==> src/cu_read_defs.svh <==
// Sizing constants for the CU read-command controller
// CU count, burst FIFO depth and command field widths

`ifndef CU_READ_DEFS_SVH
`define CU_READ_DEFS_SVH

// Compute units sharing the read path
`define CU_NUM          4
`define CU_ID_WIDTH     2
`define CU_COUNT_WIDTH  3

// Burst command FIFO
`define CMD_FIFO_DEPTH  8
`define CMD_FIFO_ALFULL 6

// Command fields
`define ADDR_WIDTH      32
`define TAG_WIDTH       8

`endif

==> src/cu_read_pkg.sv <==
// Shared types of the CU read-command controller
// Opcodes, issuer FSM states, command and response records

`include "cu_read_defs.svh"

package cu_read_pkg;

	// Kind of memory read
	typedef enum logic {
		READ_LINE    = 1'b0,
		READ_PARTIAL = 1'b1
	} read_opcode_e;

	// Bus issuer FSM
	typedef enum logic [1:0] {
		IDLE    = 2'd0,
		FETCH   = 2'd1,
		REQUEST = 2'd2,
		RELEASE = 2'd3
	} issuer_state_e;

	// One read command as posted by a CU and carried to the bus
	typedef struct packed {
		logic                     valid;
		logic [`CU_ID_WIDTH-1:0]  cu_id;
		read_opcode_e             opcode;
		logic [`ADDR_WIDTH-1:0]   addr;
		logic [`TAG_WIDTH-1:0]    tag;
	} read_cmd_t;

	// Read response from memory
	typedef struct packed {
		logic                     valid;
		logic [`CU_ID_WIDTH-1:0]  cu_id;
		logic [`TAG_WIDTH-1:0]    tag;
		logic                     ok;
	} read_resp_t;

endpackage

==> src/read_response_router.sv <==
// Read response router
// Registers each memory response into the slot of the CU it belongs to

`include "cu_read_defs.svh"

module read_response_router
	import cu_read_pkg::*;
(
	input  logic                      clock,
	input  logic                      rstn,
	input  read_resp_t                mem_resp,
	output read_resp_t [`CU_NUM-1:0]  cu_resp
);

	logic [`CU_NUM-1:0] slot_hit;

	// One-hot decode of the target CU
	always_comb begin
		for (int i = 0; i < `CU_NUM; i++)
			slot_hit[i] = mem_resp.valid && (mem_resp.cu_id == `CU_ID_WIDTH'(i));
	end

	always_ff @(posedge clock or negedge rstn) begin
		if (!rstn) begin
			cu_resp <= '0;
		end else begin
			for (int i = 0; i < `CU_NUM; i++) begin
				// Other slots only lose their valid bit
				cu_resp[i].valid <= slot_hit[i];
				if (slot_hit[i]) begin
					cu_resp[i].cu_id <= mem_resp.cu_id;
					cu_resp[i].tag   <= mem_resp.tag;
					cu_resp[i].ok    <= mem_resp.ok;
				end
			end
		end
	end

endmodule

==> config.mk <==
export PLATFORM = sky130hd
export DESIGN_NAME = read_response_router
export DESIGN_NICKNAME = d
export VERILOG_FILES = /design/src/cu_read_pkg.sv /design/src/read_response_router.sv
export VERILOG_INCLUDE_DIRS = /design/src
export SDC_FILE = /design/constraint.sdc
export NUM_CORES = 1
export LEC_CHECK = 0
export BUFFER_PORTS_ARGS = -buffer_cell sky130_fd_sc_hd__buf_2
export CORE_UTILIZATION = 45
export CTS_CLUSTER_DIAMETER = 120
export DETAILED_ROUTE_END_ITERATION = 8
export PLACE_DENSITY = 0.76
export SETUP_SLACK_MARGIN = 0.05
export SYNTH_ARGS = -nofsm -noshare
export SYNTH_HDL_FRONTEND = slang
export SYNTH_SLANG_ARGS = --single-unit
==> constraint.sdc <==
create_clock -name clock -period 0.8 [get_ports clock]
set_input_delay 0.2 -clock clock [delete_from_list [all_inputs] [get_ports clock]]
set_output_delay 0.2 -clock clock [all_outputs]
set_load 0.01 [all_outputs]
; Word level (Yosys, flattened, before mapping)
; Index checks and enable logic that the tools add are counted.
[classes]
mul = 0
magnitude_cmp = 0
n_bitwise = 0
shift = 0
div_mod_pow = 0
add_sub_neg = 0
n_mux = 0
reduce_logical = 5
eq_ne = 3
[op_table]
columns = op, count
row1 = == test 2 bit (second input constant), 2
row2 = logical AND 1 bit, 4
row3 = == test 2 x 1 -> 1 bit (second input constant), 1
row4 = logical NOT 2 bit, 1
[word_totals]
ramBits = 0
in_bits = 14
out_inout_bits = 48
n_memories = 0
register_bits = 48
latchBits = 0
rom_bits = 0
elab_cells = 24

; Logic depth before layout (Yosys ltp)
; Gate-level depths: netlist of the first run.
[logic_depth]
depth_word = 2
mapped_depth = 3
ltp_nobuf = 2

; Least setup slack after synthesis of the first run
; No wires, ideal clock.
[synth_timing]
path_type = input-to-reg
start = input mem_resp[9] (netlist name)
end = register cu_resp[1] (netlist name)
cell_stages = 3
required_ns = 0.675
n_path_buf = 1
arrival_ns = 0.949
path_slack_ns = -0.274
cell_sequence = nor3b_2 -> buf_4 -> mux2_2
[synth_between]
elab_chain_len = 2
[synth_rtl]
columns = element, line
row1 = start: declaration, read_response_router.sv:11  ; input read_resp_t mem_resp,
row2 = logical NOT 2 bit, read_response_router.sv:20  ; slot_hit[i] = mem_resp.valid && (mem_resp.cu_id == `CU_ID_WIDTH'(i));
row3 = logical AND 1 bit, read_response_router.sv:20
row4 = net slot_hit[0], read_response_router.sv:15  ; logic [`CU_NUM-1:0] slot_hit;
row5 = end: declaration, read_response_router.sv:12  ; output read_resp_t [`CU_NUM-1:0] cu_resp
; The timed path passes the listed nets, and every way through them passes these cells.
; A chain may end at the register's enable or synchronous reset.

; Worst setup path in the final report of the first run
[layout_timing]
start = register cu_resp[20] (netlist name)
end = output cu_resp[20] (netlist name)
; No word-level cell between the ends.

==> results.cfg, run 1 <==
[setup_path]
critPathKind = reg2out
regToRegEndpoint = cu_resp[19]$_DFFE_PN0P_
worst-r2r-setup-slack_ps = -180
worst_r2r_startpoint = cu_resp[19]$_DFFE_PN0P_
startpoint_type_of_the_worst_setup_path = register
reg2regPathDepth = 3
cell_type_of_the_slowest_stage_on_the_worst_timing_path = dfrtp_1
crit_path_end_kind = primary output
arrival_ps = 850
critical_path_cell_list = buf_2
timing.critical_path.slowest_cell_delay_ps = 410
path_delay_family = flip-flops
timing.critical_path.buf_inv = 1
timing.critical_path.required_ps = 600
cp_max_fo = 2

[floorplanning]
top_level_ports = 62
floorplan.die.height_um = 63.9
dieArea_um2 = 4080
floorplan.initialDensity_pct = 47.1
floorplan.rows = 22
core_region_area_um2 = 3660
die_width_um = 63.9

[synthesis]
ys.warnings.count = 0
netlist_top_cells_area = dfrtp_1, mux2_2, nand2b_1
synth_fp_nets = 117
synth.cell_area_um2 = 1720
synth.top_cell.area_share_pct = 69.7
synth_area_per_cell_um2 = 16.7
synth.ff_latch_count = 48
yosys.cell_types.count = 11
yosysSeqAreaShare_pct = 69.7
synth_cells = 103
netlist.top_cell.by_area = dfrtp_1

[finish]
final.fill_count = 210
drive_above_1_share_pct = 71.2
layout_top_registers = cu_resp (48)
area_delta_synth_final_pct = 61.9
num-nets-final = 218
stdcell_count = 253
largest_reg_flops = 48
final_design_area_no_fill_um2 = 2790
antenna-diode-count = 0
multi_input_area_um2 = 637
total_area_of_sequential_cells_um2 = 1200
largest_register = cu_resp

[timing]
finalCriticalPeriod_ps = 1050
relSlewSlack_pct = 83.4
hold_viol_final = 0
final_worst_path_setup_slack_ps = -253
skew_ps = 0
total_count_of_max_transition_violations_in_the_final_report = 0
timing.final.crit_share_pct = 132
unrepaired_setup_endpoints_after_global_routing = yes
tightest_slew_ps = 249
maxClockFrequency_mhz = 949
final-setup-viol-count = 71
worst_hold_slack_ps = 177

[clock_network]
cts_sinks = 48
worst_skew_pair.late_latency_ps = 300
tritoncts.num_buffers = 5
cts-htree-levels = 2
tritoncts = yes
clk_pin_slew_ps = 90
max-clock-path-buffers = 2
cts_root_buf = clkbuf_8

[global_route]
grt_first_pass_wirelength_um = 6450
grt_start_max_net_pins = 49
gr-total-overflow = 0
overall_routing_resource_usage_pct = 21.3
vias_in_the_first_global_route = 1281
antenna_violations_before_repair = 0

[detailed_routing]
drt_pass1_iterations = 5
vias_after_detailed_routing = 1242
drt_wl_total_um = 4250
drt_drc_violations_left = 0
wl_per_cell_um = 16.8
detail-route-antenna-nets = 0
initialDrtViolationCount = 60
routed_via_density = 4.91

[flow_run]
max-cap-violations = 0

[pwr]
power_leakage_nw = 1.46
power_per_cell_area_nw_per_um2 = 2520
vdd.ir_drop.worst_mv = 1.24

[min_path]
hold_critical_path_endpoint = cu_resp[3]$_DFFE_PN0P_
min-delay-start = mem_resp[3]
worst_hold_path.num_cells = 2
hold_class = in2reg

[place]
detailedPlacementHpwl_um = 2370
gp_congestion = 0.693
placed_cell_area_um2 = 2250
numPortBuffers = 61
place_inst = 215

[status]
run_status = complete, but fails checks
violations = negative setup slack
synth_stat cells:
library cell / number
nor3b_2: 1
dfrtp_1: 48
inv_1: 3
nand3_1: 1
nand2b_1: 4
nand3b_1: 2
and2_1: 2
mux2_2: 36
nor2b_1: 2
buf_4: 1
buf_2: 3
cells by family (layout without fill, tap and decap cells):
group | after synthesis | count (layout) | synth area share (%)
flip-flops | 48 | 48 | 69.7
buffers and inverters | 7 | 108 | 1.96
AND/OR/NAND/NOR | 12 | 13 | 4.79
multiplexers | 36 | 36 | 23.5
through the flow:
step                power, mW  TNS [ps]  setup slack (ps)  util, %
finish                   7.03    -12590              -253     76.2
CTS                      6.88    -12320              -257     72.6
floorplan                3.63     -3960              -222        -
global route             7.29    -14380              -284     76.2
global placement         4.16    -12900              -363     61.4
detailed placement       4.21    -14200              -402     61.4
repair_timing:
| action | CTS | global route |
|---|---|---|
| hold buffers | 1 | 0 |
| buffers inserted | 21 | 11 |
| gates cloned | 1 | 0 |
| endpoints found under the setup margin | 84 | 89 |
| endpoints found under the hold margin | 48 | 0 |
| pin swaps | 2 | 1 |
| resized for setup | 20 | 19 |
area by class of cell:
class	instances	area share [%]
Sequential cell	48	43.0
Timing Repair Buffer	97	25.9
Multi-Input combinational cell	49	22.8
Clock inverter	3	3.23
Clock buffer	5	2.47
Tap cell	48	2.15
Inverter	3	0.404
placed cells by master, fill, tap and decap left out, types with 3 or more instances in the layout:
cell       instances
clkbuf_8           5
mux2_2            12
buf_4             20
bufinv_16          3
buf_2             56
buf_6             13
dfrtp_1           48
buf_12             6
inv_1              3
mux2_4            24
worst max-delay path by stage:
stage / from / to / slack [ps] / cells after the start
3_5_place_dp: mem_resp[11] / cu_resp[8]$_DFFE_PN0P_ / -400 / 4
2_1_floorplan: mem_resp[10] / cu_resp[1]$_DFFE_PN0P_ / -220 / 3
5_1_grt: cu_resp[20]$_DFFE_PN0P_ / cu_resp[20] / -280 / 1
3_3_place_gp: mem_resp[11] / cu_resp[5]$_DFFE_PN0P_ / -360 / 4
4_1_cts: cu_resp[10]$_DFFE_PN0P_ / cu_resp[10] / -260 / 1
6_report: cu_resp[20]$_DFFE_PN0P_ / cu_resp[20] / -250 / 1
metal layers:
layer | up-vias | global-route usage, % | wire length (um)
li1 | 550 | - | -
met1 | 636 | 26.4 | 1830
met2 | 48 | 37.2 | 2180
met3 | 8 | 4.46 | 190
met4 | 0 | 5.97 | 50
met5 | - | 0 | 0
where the power goes:
part | switching [mW] | internal [mW]
combinational | 0.651 | 1.04
clock | 0.800 | 1.56
sequential | 0.205 | 2.78
Power figures use the tool's default switching activity.
==> inputs of run 2 (changes only) <==
- CORE_ASPECT_RATIO: unset -> 2
==> results.cfg, run 2 (synthesis gave the netlist of run 1 again) <==
[timing]
finalCriticalPeriod_ps = 1030
timing.final.crit_share_pct = 129
skew_ps = 0
tightest_slew_ps = 261
hold_viol_final = 0
final-setup-viol-count = 74
maxClockFrequency_mhz = 968
unrepaired_setup_endpoints_after_global_routing = yes
relSlewSlack_pct = 82.6
total_count_of_max_transition_violations_in_the_final_report = 0
final_worst_path_setup_slack_ps = -233

[global_route]
gr-total-overflow = 0
grt_met3_use_pct = 5.05
vias_in_the_first_global_route = 1312
grt.met2_usage_pct = 39.6
antenna_violations_before_repair = 0
grt_first_pass_wirelength_um = 6310
overall_routing_resource_usage_pct = 21.9
grt-busiest-layer = met2
grt_start_max_net_pins = 49
global_route.usage.met1_pct = 24.1

[pwr]
power_switching_mw = 1.62
power.share.sequential_pct = 46.2
power_leakage_nw = 1.44
clockPowerShare_pct = 25.6
power_per_cell_area_nw_per_um2 = 2360
power.share.combinational_pct = 28.2
vdd.ir_drop.worst_mv = 1.88
swShare_pct = 24.9
internal-power_mw = 4.87

[setup_path]
critPathKind = reg2out
critical_path_cell_list = buf_2
worst-r2r-setup-slack_ps = -210
reg2regPathDepth = 3
regToRegEndpoint = cu_resp[5]$_DFFE_PN0P_
timing.critical_path.required_ps = 600
startpoint_type_of_the_worst_setup_path = register
worstSetupStartpoint = cu_resp[32]$_DFFE_PN0P_
cell_type_of_the_slowest_stage_on_the_worst_timing_path = dfrtp_1
arrival_ps = 830
worstSetupEndpoint = cu_resp[32]
cp_max_fo = 2
crit_cells = 1
timing.critical_path.slowest_cell_delay_ps = 400
timing.critical_path.buf_inv = 1
crit_path_end_kind = primary output
worst_r2r_startpoint = cu_resp[5]$_DFFE_PN0P_
path_delay_family = flip-flops

[floorplanning]
floorplan.die.height_um = 89.5
floorplan.initialDensity_pct = 47.3
floorplan.rows = 31
die_width_um = 45.8
top_level_ports = 62
core_region_area_um2 = 3650
dieArea_um2 = 4100

[detailed_routing]
drt_pass1_iterations = 2
wl_per_cell_um = 15.7
detail-route-antenna-nets = 0
drt_drc_violations_left = 0
routed_via_density = 4.73
initialDrtViolationCount = 5
vias_after_detailed_routing = 1211
drt_wl_total_um = 4010

[clock_network]
cts_sinks = 48
max-clock-path-buffers = 2
cts_root_buf = clkbuf_8
clk_pin_slew_ps = 80
tritoncts = yes
worst_skew_pair.late_latency_ps = 280
cts-htree-levels = 2
tritoncts.num_buffers = 5

[place]
detailedPlacementHpwl_um = 2600
numPortBuffers = 61
place_inst = 217
placed_cell_area_um2 = 2220
gp_congestion = 0.739

[min_path]
hold_class = in2reg

[finish]
total_area_of_sequential_cells_um2 = 1200
drive_above_1_share_pct = 70.0
largest_reg_flops = 48
final_design_area_no_fill_um2 = 2750
layout_top_registers = cu_resp (48)
area_delta_synth_final_pct = 59.5
multi_input_area_um2 = 612
num-nets-final = 220
final.fill_count = 247
largest_register = cu_resp
layout.cells.most_common = buf_2
antenna-diode-count = 0
layout_common_cells = buf_2, dfrtp_1, buf_6, mux2_4, buf_4
stdcell_count = 256

[flow_run]
max-cap-violations = 0

[status]
run_status = complete, but fails checks
violations = negative setup slack
run 2: area by class of cell:
| type | count | area share (%) |
|---|---|---|
| flip-flops and latches | 48 | 43.7 |
| repair buffers | 100 | 27.5 |
| multi-input cells | 48 | 22.3 |
| clock buffers | 6 | 2.64 |
| well taps | 49 | 2.23 |
| clock inverters | 2 | 1.28 |
| inverters | 3 | 0.410 |
run 2: how the worst min path moves through the flow:
stage	depth (start not counted)	start	to
final	2	mem_resp[5]	cu_resp[5]$_DFFE_PN0P_
after global routing	2	mem_resp[5]	cu_resp[5]$_DFFE_PN0P_
after CTS	2	mem_resp[4]	cu_resp[4]$_DFFE_PN0P_
after detailed placement	2	rstn	cu_resp[35]$_DFF_PN0_
after global placement	2	rstn	cu_resp[35]$_DFF_PN0_
after floorplan	0	rstn	cu_resp[0]$_DFFE_PN0P_
run 2: power by group through the flow:
stage	Sequential, mW	Combinational, mW	Clock [mW]
final	3.00	1.83	1.66
after global routing	3.04	1.97	1.78
after CTS	2.96	1.59	1.71
after detailed placement	3.02	1.19	0
after global placement	2.99	1.16	0
after floorplan	3.17	0.463	0
run 2: metal layers:
| layer | wire length, um | vias up |
|---|---|---|
| met5 | 0 | - |
| met3 | 197 | 8 |
| met4 | 83 | 0 |
| met1 | 1490 | 607 |
| li1 | - | 554 |
| met2 | 2240 | 42 |
run 2: stage by stage:
step / hold WS, ps / setup WS, ps / total power, mW / utilization (%) / TNS [ps]
after floorplan: -95.6 / -222 / 3.63 / - / -3960
after global placement: 194 / -375 / 4.15 / 60.8 / -11940
after detailed placement: 199 / -415 / 4.21 / 60.8 / -12890
after CTS: 185 / -237 / 6.26 / 71.4 / -11910
after global routing: 179 / -261 / 6.79 / 75.4 / -14450
final: 190 / -233 / 6.49 / 75.4 / -12510
run 2: worst reg2reg max path, stage by stage, from the launching register on:
cell and delay, ps:
dfrtp_1 390, buf_4 140, buf_4 120, mux2_4 250
run 2: repair_timing:
action                                  CTS  global route
setup buffers                            22            16
endpoints found under the hold margin    48             0
gates resized for setup                  28            20
gates cloned                              0             0
hold buffers                              1             0
endpoints found under the setup margin   84            85
pin swaps                                 1             0
==> inputs of run 3 (changes only) <==
==> constraint.sdc (replaced) <==
create_clock -name clock -period 0.8 [get_ports clock]
set_input_delay 0.2 -clock clock [delete_from_list [all_inputs] [get_ports clock]]
set_output_delay 0.2 -clock clock [all_outputs]
set_load 0.02 [all_outputs]
==> results.cfg, run 3 (synthesis gave the netlist of run 1 again) <==
[setup_path]
cp_max_fo = 2
startpoint_type_of_the_worst_setup_path = register
critical_path_cell_list = buf_6
path_delay_family = flip-flops
worst_r2r_startpoint = cu_resp[37]$_DFFE_PN0P_
critPathKind = reg2out
timing.critical_path.required_ps = 600
timing.critical_path.slowest_cell_delay_ps = 430
arrival_ps = 880
cell_type_of_the_slowest_stage_on_the_worst_timing_path = dfrtp_1
timing.critical_path.buf_inv = 1
worstSetupStartpoint = cu_resp[5]$_DFFE_PN0P_
crit_path_end_kind = primary output

[place]
gp_congestion = 0.732
detailedPlacementHpwl_um = 2640
numPortBuffers = 61
place_inst = 217

[clock_network]
cts-htree-levels = 2
worst_skew_pair.late_latency_ps = 300
tritoncts.num_buffers = 5
tritoncts = yes
clk_pin_slew_ps = 90
cts_root_buf = clkbuf_8
cts_sinks = 48
max-clock-path-buffers = 2

[detailed_routing]
wl_per_cell_um = 18.1
drt_wl_total_um = 4480
routed_via_density = 4.77
drt_pass1_iterations = 4
detail-route-antenna-nets = 0
initialDrtViolationCount = 5
drt_drc_violations_left = 0
vias_after_detailed_routing = 1179

[floorplanning]
top_level_ports = 62
core_region_area_um2 = 3650
die_width_um = 45.8
dieArea_um2 = 4100
floorplan.die.height_um = 89.5
floorplan.initialDensity_pct = 47.3
floorplan.rows = 31

[finish]
largest_reg_flops = 48
area_delta_synth_final_pct = 71.1
final.fill_count = 216
num-nets-final = 211
stdcell_count = 247
multi_input_area_um2 = 611
antenna-diode-count = 0
drive_above_1_share_pct = 71.2
largest_register = cu_resp
layout_common_cells = buf_6, dfrtp_1, mux2_4, buf_2, mux2_2
layout_top_registers = cu_resp (48)
total_area_of_sequential_cells_um2 = 1210
layout.cells.most_common = buf_6

[status]
violations = negative setup slack
run_status = complete, but fails checks

[global_route]
grt_start_max_net_pins = 49
grt-busiest-layer = met2
vias_in_the_first_global_route = 1222
gr-total-overflow = 0
antenna_violations_before_repair = 0
grt_met3_use_pct = 4.85
grt_first_pass_wirelength_um = 6360
overall_routing_resource_usage_pct = 22.8
grt.met2_usage_pct = 40.3
global_route.usage.met1_pct = 25.5

[pwr]
vdd.ir_drop.worst_mv = 2.15
power_leakage_nw = 1.47
power.total_mw = 7.16
power_per_cell_area_nw_per_um2 = 2430

[timing]
relSlewSlack_pct = 82.9
unrepaired_setup_endpoints_after_global_routing = yes
maxClockFrequency_mhz = 926
final_worst_path_setup_slack_ps = -280
tightest_slew_ps = 256
total_count_of_max_transition_violations_in_the_final_report = 0
final-setup-viol-count = 73
timing.final.crit_share_pct = 135
skew_ps = 0
finalCriticalPeriod_ps = 1080
hold_viol_final = 0

[flow_run]
max-cap-violations = 0

[min_path]
hold_class = in2reg
min-delay-start = mem_resp[7]
run 3: changes by cell type in the layout (fill, tap and decap cells not counted), moves of 4 or more:
cell     delta
dfrtp_2     +4
buf_4      -11
dfrtp_1     -4
buf_6      +44
buf_2      -41
run 3: layout make-up:
cell class | instances | share of cell area (%)
multi-input cells | 48 | 20.7
clock buffers | 5 | 2.33
flip-flops and latches | 48 | 40.9
clock inverters | 3 | 1.44
repair buffers | 91 | 32.1
well taps | 49 | 2.08
inverters | 3 | 0.382
run 3: path summary, 6_finish.rpt:
kind,cells after the start,slack (ps),to
worst max-delay path,1,-280,cu_resp[5]
worst min register to register,1,500,cu_resp[45]$_DFFE_PN0P_
min in group asynchronous,3,400,cu_resp[19]$_DFFE_PN0P_
worst max register to register,3,-230,cu_resp[37]$_DFFE_PN0P_
max in group asynchronous,3,170,cu_resp[37]$_DFFE_PN0P_
worst min-delay path,2,180,cu_resp[7]$_DFFE_PN0P_
run 3: power by group:
group | total [mW] | switching [mW] | internal (mW)
logic | 2.35 | 0.927 | 1.42
clock network | 1.73 | 0.804 | 0.925
registers | 3.09 | 0.302 | 2.79
total | 7.16 | 2.03 | 5.13
run 3: through the flow:
step / setup slack [ps] / utilization, % / hold slack [ps] / area [um^2] / setup TNS [ps]
finish: -280 / 80.9 / 176 / 2950 / -13570
global route: -308 / 80.9 / 174 / 2950 / -15330
CTS: -265 / 77.7 / 174 / 2830 / -13000
detailed placement: -391 / 61.0 / 200 / 2220 / -13110
global placement: -365 / 61.0 / 190 / 2220 / -12450
floorplan: -222 / - / -95.6 / 1830 / -4120
run 3: what timing repair did:
| action | in CTS | in global routing |
|---|---|---|
| endpoints found under the hold margin | 48 | 0 |
| hold buffers | 1 | 0 |
| gates resized for setup | 117 | 22 |
| setup endpoints to repair | 84 | 86 |
| pin swaps | 2 | 0 |
| cloned | 0 | 0 |
| buffers inserted | 15 | 12 |
run 3: metal layers:
metal	vias up	wire length [um]
met1	601	1670
met5	-	0
met4	0	76
met2	36	2600
met3	7	133
li1	535	-
