## config.mk

```make
export PLATFORM = sky130hd
export DESIGN_NAME = bus_command_issuer
export DESIGN_NICKNAME = d
export VERILOG_FILES = /design/src/cu_read_pkg.sv /design/src/bus_command_issuer.sv
export VERILOG_INCLUDE_DIRS = /design/src
export SDC_FILE = /design/constraint.sdc
export NUM_CORES = 1
export LEC_CHECK = 0
export BUFFER_PORTS_ARGS = -buffer_cell sky130_fd_sc_hd__buf_4
export CORE_ASPECT_RATIO = 0.6
export CORE_MARGIN = 1.5
export CORE_UTILIZATION = 35
export DETAILED_ROUTE_END_ITERATION = 7
export PLACE_DENSITY = 0.7
export SYNTH_ARGS = -nofsm -noshare
export SYNTH_HDL_FRONTEND = slang
export SYNTH_SLANG_ARGS = --single-unit
```

## constraint.sdc

```tcl
create_clock -name clock -period 5.4 [get_ports clock]
set_clock_uncertainty 0.2 [all_clocks]
set_input_delay 0.27 -clock clock [delete_from_list [all_inputs] [get_ports clock]]
set_output_delay 0.27 -clock clock [all_outputs]
set_load 0.005 [all_outputs]
```

## src/cu_read_defs.svh

```systemverilog
// Sizing constants for the CU read-command controller
// CU count, burst FIFO depth and command field widths

`ifndef CU_READ_DEFS_SVH
`define CU_READ_DEFS_SVH

// Compute units sharing the read path
`define CU_NUM          4
`define CU_ID_WIDTH     2
`define CU_COUNT_WIDTH  3

// Burst command FIFO
`define CMD_FIFO_DEPTH  8
`define CMD_FIFO_ALFULL 6

// Command fields
`define ADDR_WIDTH      32
`define TAG_WIDTH       8

`endif

```

## src/cu_read_pkg.sv

```systemverilog
// Shared types of the CU read-command controller
// Opcodes, issuer FSM states, command and response records

`include "cu_read_defs.svh"

package cu_read_pkg;

	// Kind of memory read
	typedef enum logic {
		READ_LINE    = 1'b0,
		READ_PARTIAL = 1'b1
	} read_opcode_e;

	// Bus issuer FSM
	typedef enum logic [1:0] {
		IDLE    = 2'd0,
		FETCH   = 2'd1,
		REQUEST = 2'd2,
		RELEASE = 2'd3
	} issuer_state_e;

	// One read command as posted by a CU and carried to the bus
	typedef struct packed {
		logic                     valid;
		logic [`CU_ID_WIDTH-1:0]  cu_id;
		read_opcode_e             opcode;
		logic [`ADDR_WIDTH-1:0]   addr;
		logic [`TAG_WIDTH-1:0]    tag;
	} read_cmd_t;

	// Read response from memory
	typedef struct packed {
		logic                     valid;
		logic [`CU_ID_WIDTH-1:0]  cu_id;
		logic [`TAG_WIDTH-1:0]    tag;
		logic                     ok;
	} read_resp_t;

endpackage

```

## src/bus_command_issuer.sv

```systemverilog
// Memory bus command issuer
// Pulls commands from the burst FIFO and runs a four-phase req/ack transfer

module bus_command_issuer
	import cu_read_pkg::*;
(
	input  logic       clock,
	input  logic       rstn,
	input  logic       fifo_empty,
	output logic       pop,
	input  read_cmd_t  pop_cmd,
	output logic       bus_req,
	output read_cmd_t  bus_cmd,
	input  logic       bus_ack
);

	issuer_state_e state;

	// Only pop when nothing is in flight
	assign pop = (state == IDLE) && !fifo_empty;

	//////////////////////////////
	// Issuer FSM
	//////////////////////////////

	always_ff @(posedge clock or negedge rstn) begin
		if (!rstn) begin
			state   <= IDLE;
			bus_req <= 1'b0;
			bus_cmd <= '0;
		end else begin
			case (state)
				IDLE: begin
					if (!fifo_empty)
						state <= FETCH;
				end

				// FIFO output is valid now
				FETCH: begin
					bus_cmd <= pop_cmd;
					state   <= REQUEST;
				end

				// bus_cmd settled one cycle before req goes up
				REQUEST: begin
					if (!bus_req) begin
						bus_req <= 1'b1;
					end else if (bus_ack) begin
						bus_req <= 1'b0;
						state   <= RELEASE;
					end
				end

				// Wait out the ack before the next transfer
				RELEASE: begin
					if (!bus_ack)
						state <= IDLE;
				end

				default: begin
					state   <= IDLE;
					bus_req <= 1'b0;
				end
			endcase
		end
	end

endmodule

```

==> Word-level counts from Yosys, hierarchy flattened <==
Cells that the tools add are included.
{ "classes": {"n_eq_ne": 7, "n_mux": 7, "n_reduce_logical": 4} }
{ "op_table": {"columns": ["op", "n"], "rows": [
  ["2-bit two-way mux", 4],
  ["2-bit inequality test, second input constant", 4],
  ["2-bit case mux with 4 select lines", 1],
  ["2-bit == test, second input constant", 2],
  ["4-bit AND reduction", 1],
  ["2-bit by 1-bit == test with 1-bit output, second input constant", 1],
  ["2-bit zero test", 1],
  ["1-bit two-way mux", 2],
  ["1-bit logical AND", 1],
  ["1-bit zero test", 1]
]} }
{ "word_totals": {"ff_bits": 47, "in_bits": 48, "out_inout_bits": 46, "elab_cells": 25} }

==> Longest topological paths before layout <==
Gate-level depths: netlist of run 1.
{ "logic_depth": {"ltp_word": 3, "depth_mapped": 5, "ltp_nobuf": 4} }

==> Least setup slack after synthesis of run 1 <==
OpenSTA, ideal clock, no wires.
{ "synth_path": {"path_type": "register -> register", "startpoint": "register state[0]", "endpoint": "register state[1]", "setup_ns": 0.127, "t_arrival_ns": 1.400, "t_required_ns": 5.073, "slack_ns": 3.672, "path_stages_with_launch": 5, "path_buffers": 0, "synth_period_minus_slack_ns": 1.728, "path_cell_list": "dfrtp_1 -> inv_1 -> ha_1 -> a222oi_1 -> mux2_1"} }
{ "synth_via": {"elab_chain_cells": 3, "word_cells_on_any_way": 10, "classes_between": "7 x eq/ne; 1 x mux; 2 x reduce/logical"} }
{ "synth_lines": {"columns": ["element", "line", "text"], "rows": [
  ["from (decl)", "bus_command_issuer.sv:17", "issuer_state_e state;"],
  ["from (signal assigned)", "bus_command_issuer.sv:28", "state <= IDLE;"],
  ["from (signal assigned)", "bus_command_issuer.sv:35", "state <= FETCH;"],
  ["from (signal assigned)", "bus_command_issuer.sv:41", "state <= REQUEST;"],
  ["2-bit == test / 2-bit zero test (equally long branches)", "bus_command_issuer.sv:32", "case (state)"],
  ["2-bit inequality test (no line)", null, null],
  ["4-bit AND reduction (no line)", null, null]
]} }
Parallel ways exist; a longest one is shown, timed or not.
A chain may end at the register's enable or synchronous reset.

==> Worst setup path after layout of run 1 <==
{ "layout_path": {"startpoint": "register state[1]", "endpoint": "register bus_cmd[33] (netlist name)"} }
{ "layout_via": {"elab_chain_cells": 1} }
{ "layout_lines": {"columns": ["element", "line", "text"], "rows": [
  ["2-bit by 1-bit == test with 1-bit output", "bus_command_issuer.sv:32", null],
  ["to (signal assigned)", "bus_command_issuer.sv:40", "bus_cmd <= pop_cmd;"],
  ["to (decl)", "bus_command_issuer.sv:13", "output read_cmd_t bus_cmd,"]
]} }
Every way passes these cells.

==> reports/metrics.csv, run 1 <==
metric;value;unit
grt_overflow;0;
cts.repair.resized;0;
setup_tns;0;ns
clock_path_buffers;2;
grt_max_degree;48;
setup_viol;0;
grt_pass1_vias;1378;
drive_gt1_share;63.9;%
initial_core_util;36.0;%
cp-end-kind;flip-flop;
cts_sinks;47;
num_rows;20;
io_pins;94;
hp-start;pop_cmd[23];
drcViolationCount;0;
power.total;1.60;mW
period_minus_slack;2.16;ns
core_area;0.00503;mm2
first_pass_iters;4;
cp_max_fo;44;
synth_warnings;0;
diodes;0;
tightest_slew;1.07;ns
grt_pass1_wl;5940;um
syn_to_final_growth;62.2;%
cts_tree;yes;
timing.slew.headroom;28.9;%
status;completed;
die_x;95.9;um
path_clk_slew;0.08;ns
via_per_inst;4.41;
synth-seq-area-share;65.0;%
yosysUniqueCellTypes;11;
cts_made_buffers;5;
fin_cells;296;
crit_start;state[1]$_DFFE_PN0P_;
multiInputGateArea;604;um2
r2r-start;state[1]$_DFFE_PN0P_;
drv_cap;0;
ys_ff_latch;47;
nFillCells;416;
clkLatencyLatePin;0.29;ns
nets;281;
worstHoldPathType;in2reg;
holdWs;0.0126;ns
place_congestion;0.630;
required;5.37;ns
drv_slew;0;
timing.fmax;462;MHz
p_per_area;546;mW/mm2
syn_inst;109;
vdd_ir_drop_max;0.225;mV
routed_wl;4000;um
antenna_found_initial;0;
synth_top_area_cell;dfrtp_1;
grt_use_total;14.0;%
synth_top_area_share;65.0;%
ff_latch_area;0.00118;mm2
worstPathArrival;2.13;ns
p_leak;1.39;nW
finalHoldViolations;0;
synth_nets;161;
critical_path_class;reg2reg;
synth_area;0.00181;mm2
drtIter0Drc;29;
port_buffers;93;
dpl.hpwl;2640;um
wl_per_cell;13.5;um
ctsRootBufferMaster;clkbuf_8;
dieArea;0.00563;mm2
dr_total_vias;1305;
h-tree-depth;2;
rsz0062_at_grt;false;
syn_avg_cell_area;16.6;um2
place_inst;263;
start_kind;flip-flop;
post-cts-setup-buffers;0;
die_h;58.7;um
ant_nets;0;
synth_area_leaders;dfrtp_1, mux2_2, ha_1, buf_2, mux2_1;
period_share;40.1;%
## cell usage in the layout, fill, tap and decap left out, types with 2 or more instances in the layout
cell type	n
clkbuf_8	6
inv_1	2
dlygate4sd3_1	25
buf_4	93
mux2_2	45
ha_1	3
dfrtp_1	47
## sequential cells by signal (all words and copies together) (netlist names)
signal   cells
bus_cmd     44
state        2
bus_req      1
## cells by family (layout without fill, tap and decap cells)
family	after synthesis	in the layout	share of synthesized area, %
DFF	47	47	65.0
adders and majority gates	4	4	2.76
muxes	47	47	29.2
buffers and inverters	7	128	1.80
and+or+nand+nor	3	3	0.760
AOI/OAI and AO/OA	1	1	0.553
## final timing paths
check	end	slack, ns	cells after the start
max	bus_cmd[33]$_DFFE_PN0N_	3.24	3
min reg2reg	bus_cmd[7]$_DFFE_PN0N_	0.31	1
min	bus_cmd[23]$_DFFE_PN0N_	0.01	2
min in group asynchronous	bus_cmd[2]$_DFFE_PN0N_	0.31	2
max in group asynchronous	bus_cmd[33]$_DFFE_PN0N_	4.29	2
max reg2reg	bus_cmd[33]$_DFFE_PN0N_	3.24	3
## critical path, stage by stage (launching register included)
cell,delay (ns)
dfrtp_1,0.42
inv_1,0.09
ha_2,0.88
mux2_2,0.42
## cell type report
class | count | area share [%]
multi-input combinational | 55 | 20.6
timing repair buffer | 118 | 32.3
inverter | 2 | 0.256
clock inverter | 2 | 1.19
sequential | 47 | 40.1
tap | 66 | 2.81
clock buffer | 6 | 2.81
## routing by layer
metal  routed length (um)  vias up  global-route usage [%]
met5                    0        -                       0
met4                   12        0                    3.78
met3                  370        2                    6.20
met2                 1950       52                    23.7
met1                 1660      635                    16.4
li1                     -      616                       -
## cells in the mapped netlist
master,count
a222oi_1,1
buf_2,5
dfrtp_1,47
ha_1,4
inv_1,2
mux2_1,1
mux2_2,45
mux2i_1,1
nand2_1,1
nor2_1,1
nor2b_1,1
## what timing repair did
action	CTS	global route
hold buffers	15	10
hold endpoints to repair	61	10
endpoints found under the setup margin	0	0
## power by group
group / switching, mW / internal, mW / total, mW
sequential: 0.101 / 0.537 / 0.638
combinational: 0.236 / 0.470 / 0.707
clock: 0.109 / 0.150 / 0.259
## metrics by stage
| step | setup slack [ns] | cell area, um2 | utilization (%) |
|---|---|---|---|
| after floorplan | 3.67 | 1810 | - |
| after global placement | 3.27 | 2570 | 51.1 |
| after detailed placement | 3.24 | 2570 | 51.1 |
| after CTS | 3.22 | 2840 | 56.4 |
| after global routing | 3.12 | 2940 | 58.4 |
| final | 3.24 | 2940 | 58.4 |
No activity file was read; power rests on OpenSTA's default activity.
==> run 2: changes to the inputs <==
clock period = 2.2 ns   (was 5.4 ns; I/O delays follow)
==> reports/metrics.csv, run 2 (synthesized netlist as in run 1, its figures left out) <==
metric;value;unit;change
vdd_ir_drop_max;0.599;mV;+170%
crit_family;compound AO/OA/AOI/OAI gates;;
path_depth;4;;+1
holdWs;0.160;ns;+0.147 ns
nets;305;;+8.5%
cts_tree;yes;;
status;completed;;
port_buffers;93;;unchanged
cts_made_buffers;5;;unchanged
initial_core_util;36.0;%;unchanged
diodes;0;;unchanged
r2r-start;state[0]$_DFFE_PN0P_;;
critPathSlowestCell;a222oi_1;;
clkLatencyLatePin;0.28;ns;about the same
timing.fmax;534;MHz;+15%
drive_gt1_share;58.5;%;-5.4 points
dpl.hpwl;2630;um;-0.14%
cp_num_buf_inv;1;;unchanged
final_cell_mix;buf_4, dfrtp_1, dlygate4sd3_1;;
place_inst;265;;+0.76%
r2r_cells;4;;+1
syn_to_final_growth;74.2;%;
period_minus_slack;1.87;ns;-0.290 ns
num_rows;20;;unchanged
worstPathArrival;1.85;ns;-0.28 ns
required;2.17;ns;-3.20 ns
p_leak;1.48;nW;+6.6%
power.total;3.88;mW;+140%
wl_per_cell;13.3;um;-1.6%
cp-end-kind;flip-flop;;
top_regs;bus_cmd x44, state x2, bus_req x1;;
p_seq_share;40.2;%;+0.4 points
setup_viol;0;;unchanged
cts.repair.resized;0;;unchanged
dieArea;0.00563;mm2;unchanged
fin_cells;319;;+7.8%
timing.slew.headroom;61.4;%;+32 points
routed_wl;4250;um;+6.1%
period_share;85.1;%;+45 points
r2r_setup_slack;0.33;ns;-2.91 ns
worstHoldPathType;in2async;;
swShare;28.3;%;+0.50 points
io_pins;94;;unchanged
drv_cap;0;;unchanged
path_clk_slew;0.08;ns;about the same
clock_path_buffers;2;;unchanged
grt_overflow;0;;unchanged
intPower;2.78;mW;+140%
place_congestion;0.624;;-0.97%
grt_use_total;16.6;%;+2.5 points
drtIter0Drc;19;;-34%
via_per_inst;4.41;;+0.11%
power_frac_clock;13.0;%;-3.2 points
ant_nets;0;;unchanged
cp_max_fo;3;;-93%
fin_ws;0.327;ns;-2.91 ns
p_per_area;1230;mW/mm2;+130%
dr_total_vias;1408;;+7.9%
grt_max_degree;48;;unchanged
finalHoldViolations;0;;unchanged
final_common_cell;buf_4;;
tightest_slew;0.580;ns;-0.487 ns
setup_tns;0;ns;unchanged
start_kind;flip-flop;;
cp_slowest_stage_delay;0.48;ns;-0.40 ns
p_sw;1.10;mW;+150%
cts_sinks;47;;unchanged
top_register;bus_cmd;;
die_h;58.7;um;unchanged
die_x;95.9;um;unchanged
post-place-ws;0.347;ns;-2.89 ns
rsz0062_at_grt;false;;
drcViolationCount;0;;unchanged
antenna_found_initial;0;;unchanged
largest_reg_flops;44;;unchanged
drv_slew;0;;unchanged
h-tree-depth;2;;unchanged
grt_pass1_vias;1568;;+14%
ctsRootBufferMaster;clkbuf_8;;
core_area;0.00503;mm2;unchanged
first_pass_iters;4;;unchanged
crit_chain;inv_1 > ha_1 > a222oi_1 > mux2_1;;
critical_path_class;reg2reg;;
pwr-share-comb;46.8;%;+2.7 points
grt_pass1_wl;6960;um;+17%
worst_r2r_endpoint;state[1]$_DFFE_PN0P_;;
==> run 2: worst max-delay path by stage <==
stage                              start                   end  slack (ns)
detailed placement  state[0]$_DFFE_PN0P_  state[1]$_DFFE_PN0P_        0.35
CTS                 state[0]$_DFFE_PN0P_  state[1]$_DFFE_PN0P_        0.33
floorplan           state[0]$_DFFE_PN0P_  state[1]$_DFFE_PN0P_        0.47
global placement    state[0]$_DFFE_PN0P_  state[1]$_DFFE_PN0P_        0.38
finish              state[0]$_DFFE_PN0P_  state[1]$_DFFE_PN0P_        0.33
global route        state[0]$_DFFE_PN0P_  state[1]$_DFFE_PN0P_        0.24
==> run 2: worst reg2reg max path, delay by kind of cell (launching register included) <==
family                     cells  cell delay (ns)
AOI/OAI and AO/OA              1             0.48
DFF                            1             0.39
muxes                          1             0.37
adders and majority gates      1             0.23
buffers and inverters          1             0.09
==> run 2: per-layer routing <==
layer	up-vias	share of wire (%)	track usage [%]	wire length, um
li1	667	-	-	-
met1	681	42	19.0	1800
met2	56	49	29.6	2090
met3	4	7.4	5.94	315
met4	0	0.90	4.41	38
met5	-	0	0	0
==> run 2: per-stage QoR <==
stage	instance area, um2	utilization (%)
5_1_grt	3150	62.7
4_1_cts	3150	62.7
2_1_floorplan	1810	-
3_5_place_dp	2600	51.6
6_report	3150	62.7
3_3_place_gp	2600	51.6
==> run 2: power by group through the flow <==
stage               clock network, mW  registers, mW  logic, mW
floorplan                           0           1.59      0.827
global placement                    0           1.56       1.75
detailed placement                  0           1.56       1.77
CTS                             0.537           1.56       1.84
global route                    0.577           1.62       2.00
finish                          0.504           1.56       1.82
==> run 2: cell type report <==
cell class	instances	area [um2]
Clock buffer	6	82.6
Multi-Input combinational cell	55	604
Clock inverter	1	5.00
Inverter	2	7.51
Tap cell	66	82.6
Timing Repair Buffer	142	1200
Sequential cell	47	1180
Fill cell	377	1880
==> run 2: what timing repair did <==
action / 4_1_cts / 5_1_grt
hold endpoints to repair: 93 / 0
buffers inserted: 0 / 0
hold buffers: 47 / 0
setup endpoints to repair: 0 / 0
==> run 3: changes to the inputs <==
CORE_MARGIN = 8   (was 1.5)
CORE_UTILIZATION = 44   (was 35)
PLACE_DENSITY = 0.83   (was 0.7)
SLEW_MARGIN = 40   (was default)
==> reports/metrics.csv, run 3 (synthesized netlist as in run 1, its figures left out) <==
metric;value;unit;change
first_pass_iters;4;;unchanged
clock_path_buffers;2;;unchanged
die_h;65.7;um;+12%
dieArea;0.00649;mm2;+15%
period_share;87.3;%;+2.2 points
power.total;3.94;mW;+1.6%
die_x;98.8;um;+3.1%
cts_sinks;47;;unchanged
r2r_setup_slack;0.28;ns;-0.05 ns
diodes;0;;unchanged
holdWs;0.182;ns;+0.0221 ns
drtIter0Drc;29;;+10
grt_use_total;16.6;%;about the same
crit_chain;inv_1 > ha_1 > a222oi_1 > mux2_1;;
critPathCapture;state[1]$_DFFE_PN0P_;;
critical_path_class;reg2reg;;
grt_use_met3;8.85;%;+2.9 points
grt_overflow;0;;unchanged
cts_tree;yes;;
r2r-start;state[0]$_DFFE_PN0P_;;
timing.fmax;521;MHz;-2.5%
cp_max_fo;3;;unchanged
clkLatencyLatePin;0.28;ns;about the same
cp_slowest_stage_delay;0.50;ns;+0.02 ns
nFillCells;225;;-40%
path_depth;4;;unchanged
place_congestion;0.756;;+21%
grtUsageMet1;18.0;%;-0.99 points
crit_start;state[0]$_DFFE_PN0P_;;
worstPathArrival;1.89;ns;+0.04 ns
path_clk_slew;0.08;ns;about the same
setup_tns;0;ns;unchanged
dpl.hpwl;3410;um;+30%
grt_pass1_vias;1669;;+6.4%
cp_num_buf_inv;1;;unchanged
cts_made_buffers;5;;unchanged
p_per_area;1260;mW/mm2;+2.4%
top_register;bus_cmd;;
period_minus_slack;1.92;ns;+0.0476 ns
top_regs;bus_cmd x44, state x2, bus_req x1;;
antenna_found_initial;0;;unchanged
top_usage_layer;met2;;
use_met2;28.3;%;-1.3 points
crit_family;compound AO/OA/AOI/OAI gates;;
wl_per_cell;17.2;um;+29%
rsz0062_at_grt;false;;
routed_wl;5240;um;+23%
drcViolationCount;0;;unchanged
drive_gt1_share;57.9;%;-0.62 points
ctsRootBufferMaster;clkbuf_8;;
via_per_inst;4.73;;+7.2%
status;completed;;
dr_total_vias;1439;;+2.2%
cp-end-kind;flip-flop;;
syn_to_final_growth;72.8;%;
grt_max_degree;48;;unchanged
tightest_slew;0.586;ns;+0.00689 ns
num_rows;18;;-10%
io_pins;94;;unchanged
worst_r2r_endpoint;state[1]$_DFFE_PN0P_;;
grt_pass1_wl;8580;um;+23%
drv_cap;0;;unchanged
vdd_ir_drop_max;0.708;mV;+18%
r2r_cells;4;;unchanged
cts.repair.resized;0;;unchanged
setup_viol;0;;unchanged
worstHoldPathType;in2async;;
final_common_cell;buf_4;;
port_buffers;93;;unchanged
finalHoldViolations;0;;unchanged
start_kind;flip-flop;;
initial_core_util;44.9;%;+8.9 points
h-tree-depth;2;;unchanged
timing.slew.headroom;60.9;%;-0.46 points
largest_reg_flops;44;;unchanged
final_cell_mix;buf_4, dfrtp_1, dlygate4sd3_1;;
drv_slew;0;;unchanged
ant_nets;0;;unchanged
nets;305;;unchanged
required;2.17;ns;about the same
critPathSlowestCell;a222oi_1;;
core_area;0.00403;mm2;-20%
p_leak;1.47;nW;-0.33%
## run 3: changes by cell type in the layout (fill, tap and decap cells not counted)
cell and delta:
clkbuf_1 +2, clkbuf_8 -1
## run 3: where the power goes
group / internal (mW) / switching, mW
Combinational: 1.22 / 0.661
Sequential: 1.32 / 0.255
Clock: 0.223 / 0.259
Total: 2.77 / 1.17
## run 3: what timing repair did
action	CTS	global route
hold endpoints to repair	93	0
endpoints found under the setup margin	0	0
hold buffers	47	0
buffers inserted	0	0
## run 3: worst min path at each step
stage | startpoint | to | slack (ns) | cells past startpoint
after global placement | rstn | bus_cmd[12]$_DFFE_PN0N_ | -0.07 | 1
after CTS | rstn | bus_cmd[12]$_DFFE_PN0N_ | 0.18 | 2
after detailed placement | rstn | bus_cmd[12]$_DFFE_PN0N_ | -0.05 | 1
after global routing | rstn | bus_cmd[9]$_DFFE_PN0N_ | 0.23 | 2
after floorplan | rstn | bus_cmd[0]$_DFFE_PN0N_ | -0.39 | 0
final | rstn | bus_cmd[12]$_DFFE_PN0N_ | 0.18 | 2
## run 3: area by class of cell
cell class              count  area (um2)  share of cell area (%)
clock buffers               7        76.3                    2.44
clock inverters             1        5.00                   0.160
inverters                   2        7.51                   0.240
multi-input cells          55         604                    19.3
flip-flops and latches     47        1180                    37.6
well taps                  50        62.6                    2.00
repair buffers            142        1200                    38.2
## run 3: stage by stage
step,worst slack [ns],area [um2],instances,util [%]
2_1_floorplan,0.472,1810,109,-
3_3_place_gp,0.438,2580,249,63.9
4_1_cts,0.281,3130,304,77.6
3_5_place_dp,0.297,2580,249,63.9
5_1_grt,0.230,3130,304,77.6
6_report,0.279,3130,304,77.6
## run 3: worst reg2reg max path: stages (launching register included)
cell	delay, ns
dfrtp_1	0.39
inv_1	0.10
ha_1	0.24
a222oi_1	0.50
mux2_1	0.38
## run 3: metal layers
layer | wire length [um] | vias up | share of wire [%]
met5 | 0 | - | 0
met4 | 60 | 0 | 1.1
met3 | 599 | 6 | 11
met2 | 2520 | 68 | 48
met1 | 2060 | 695 | 39
li1 | - | 670 | -
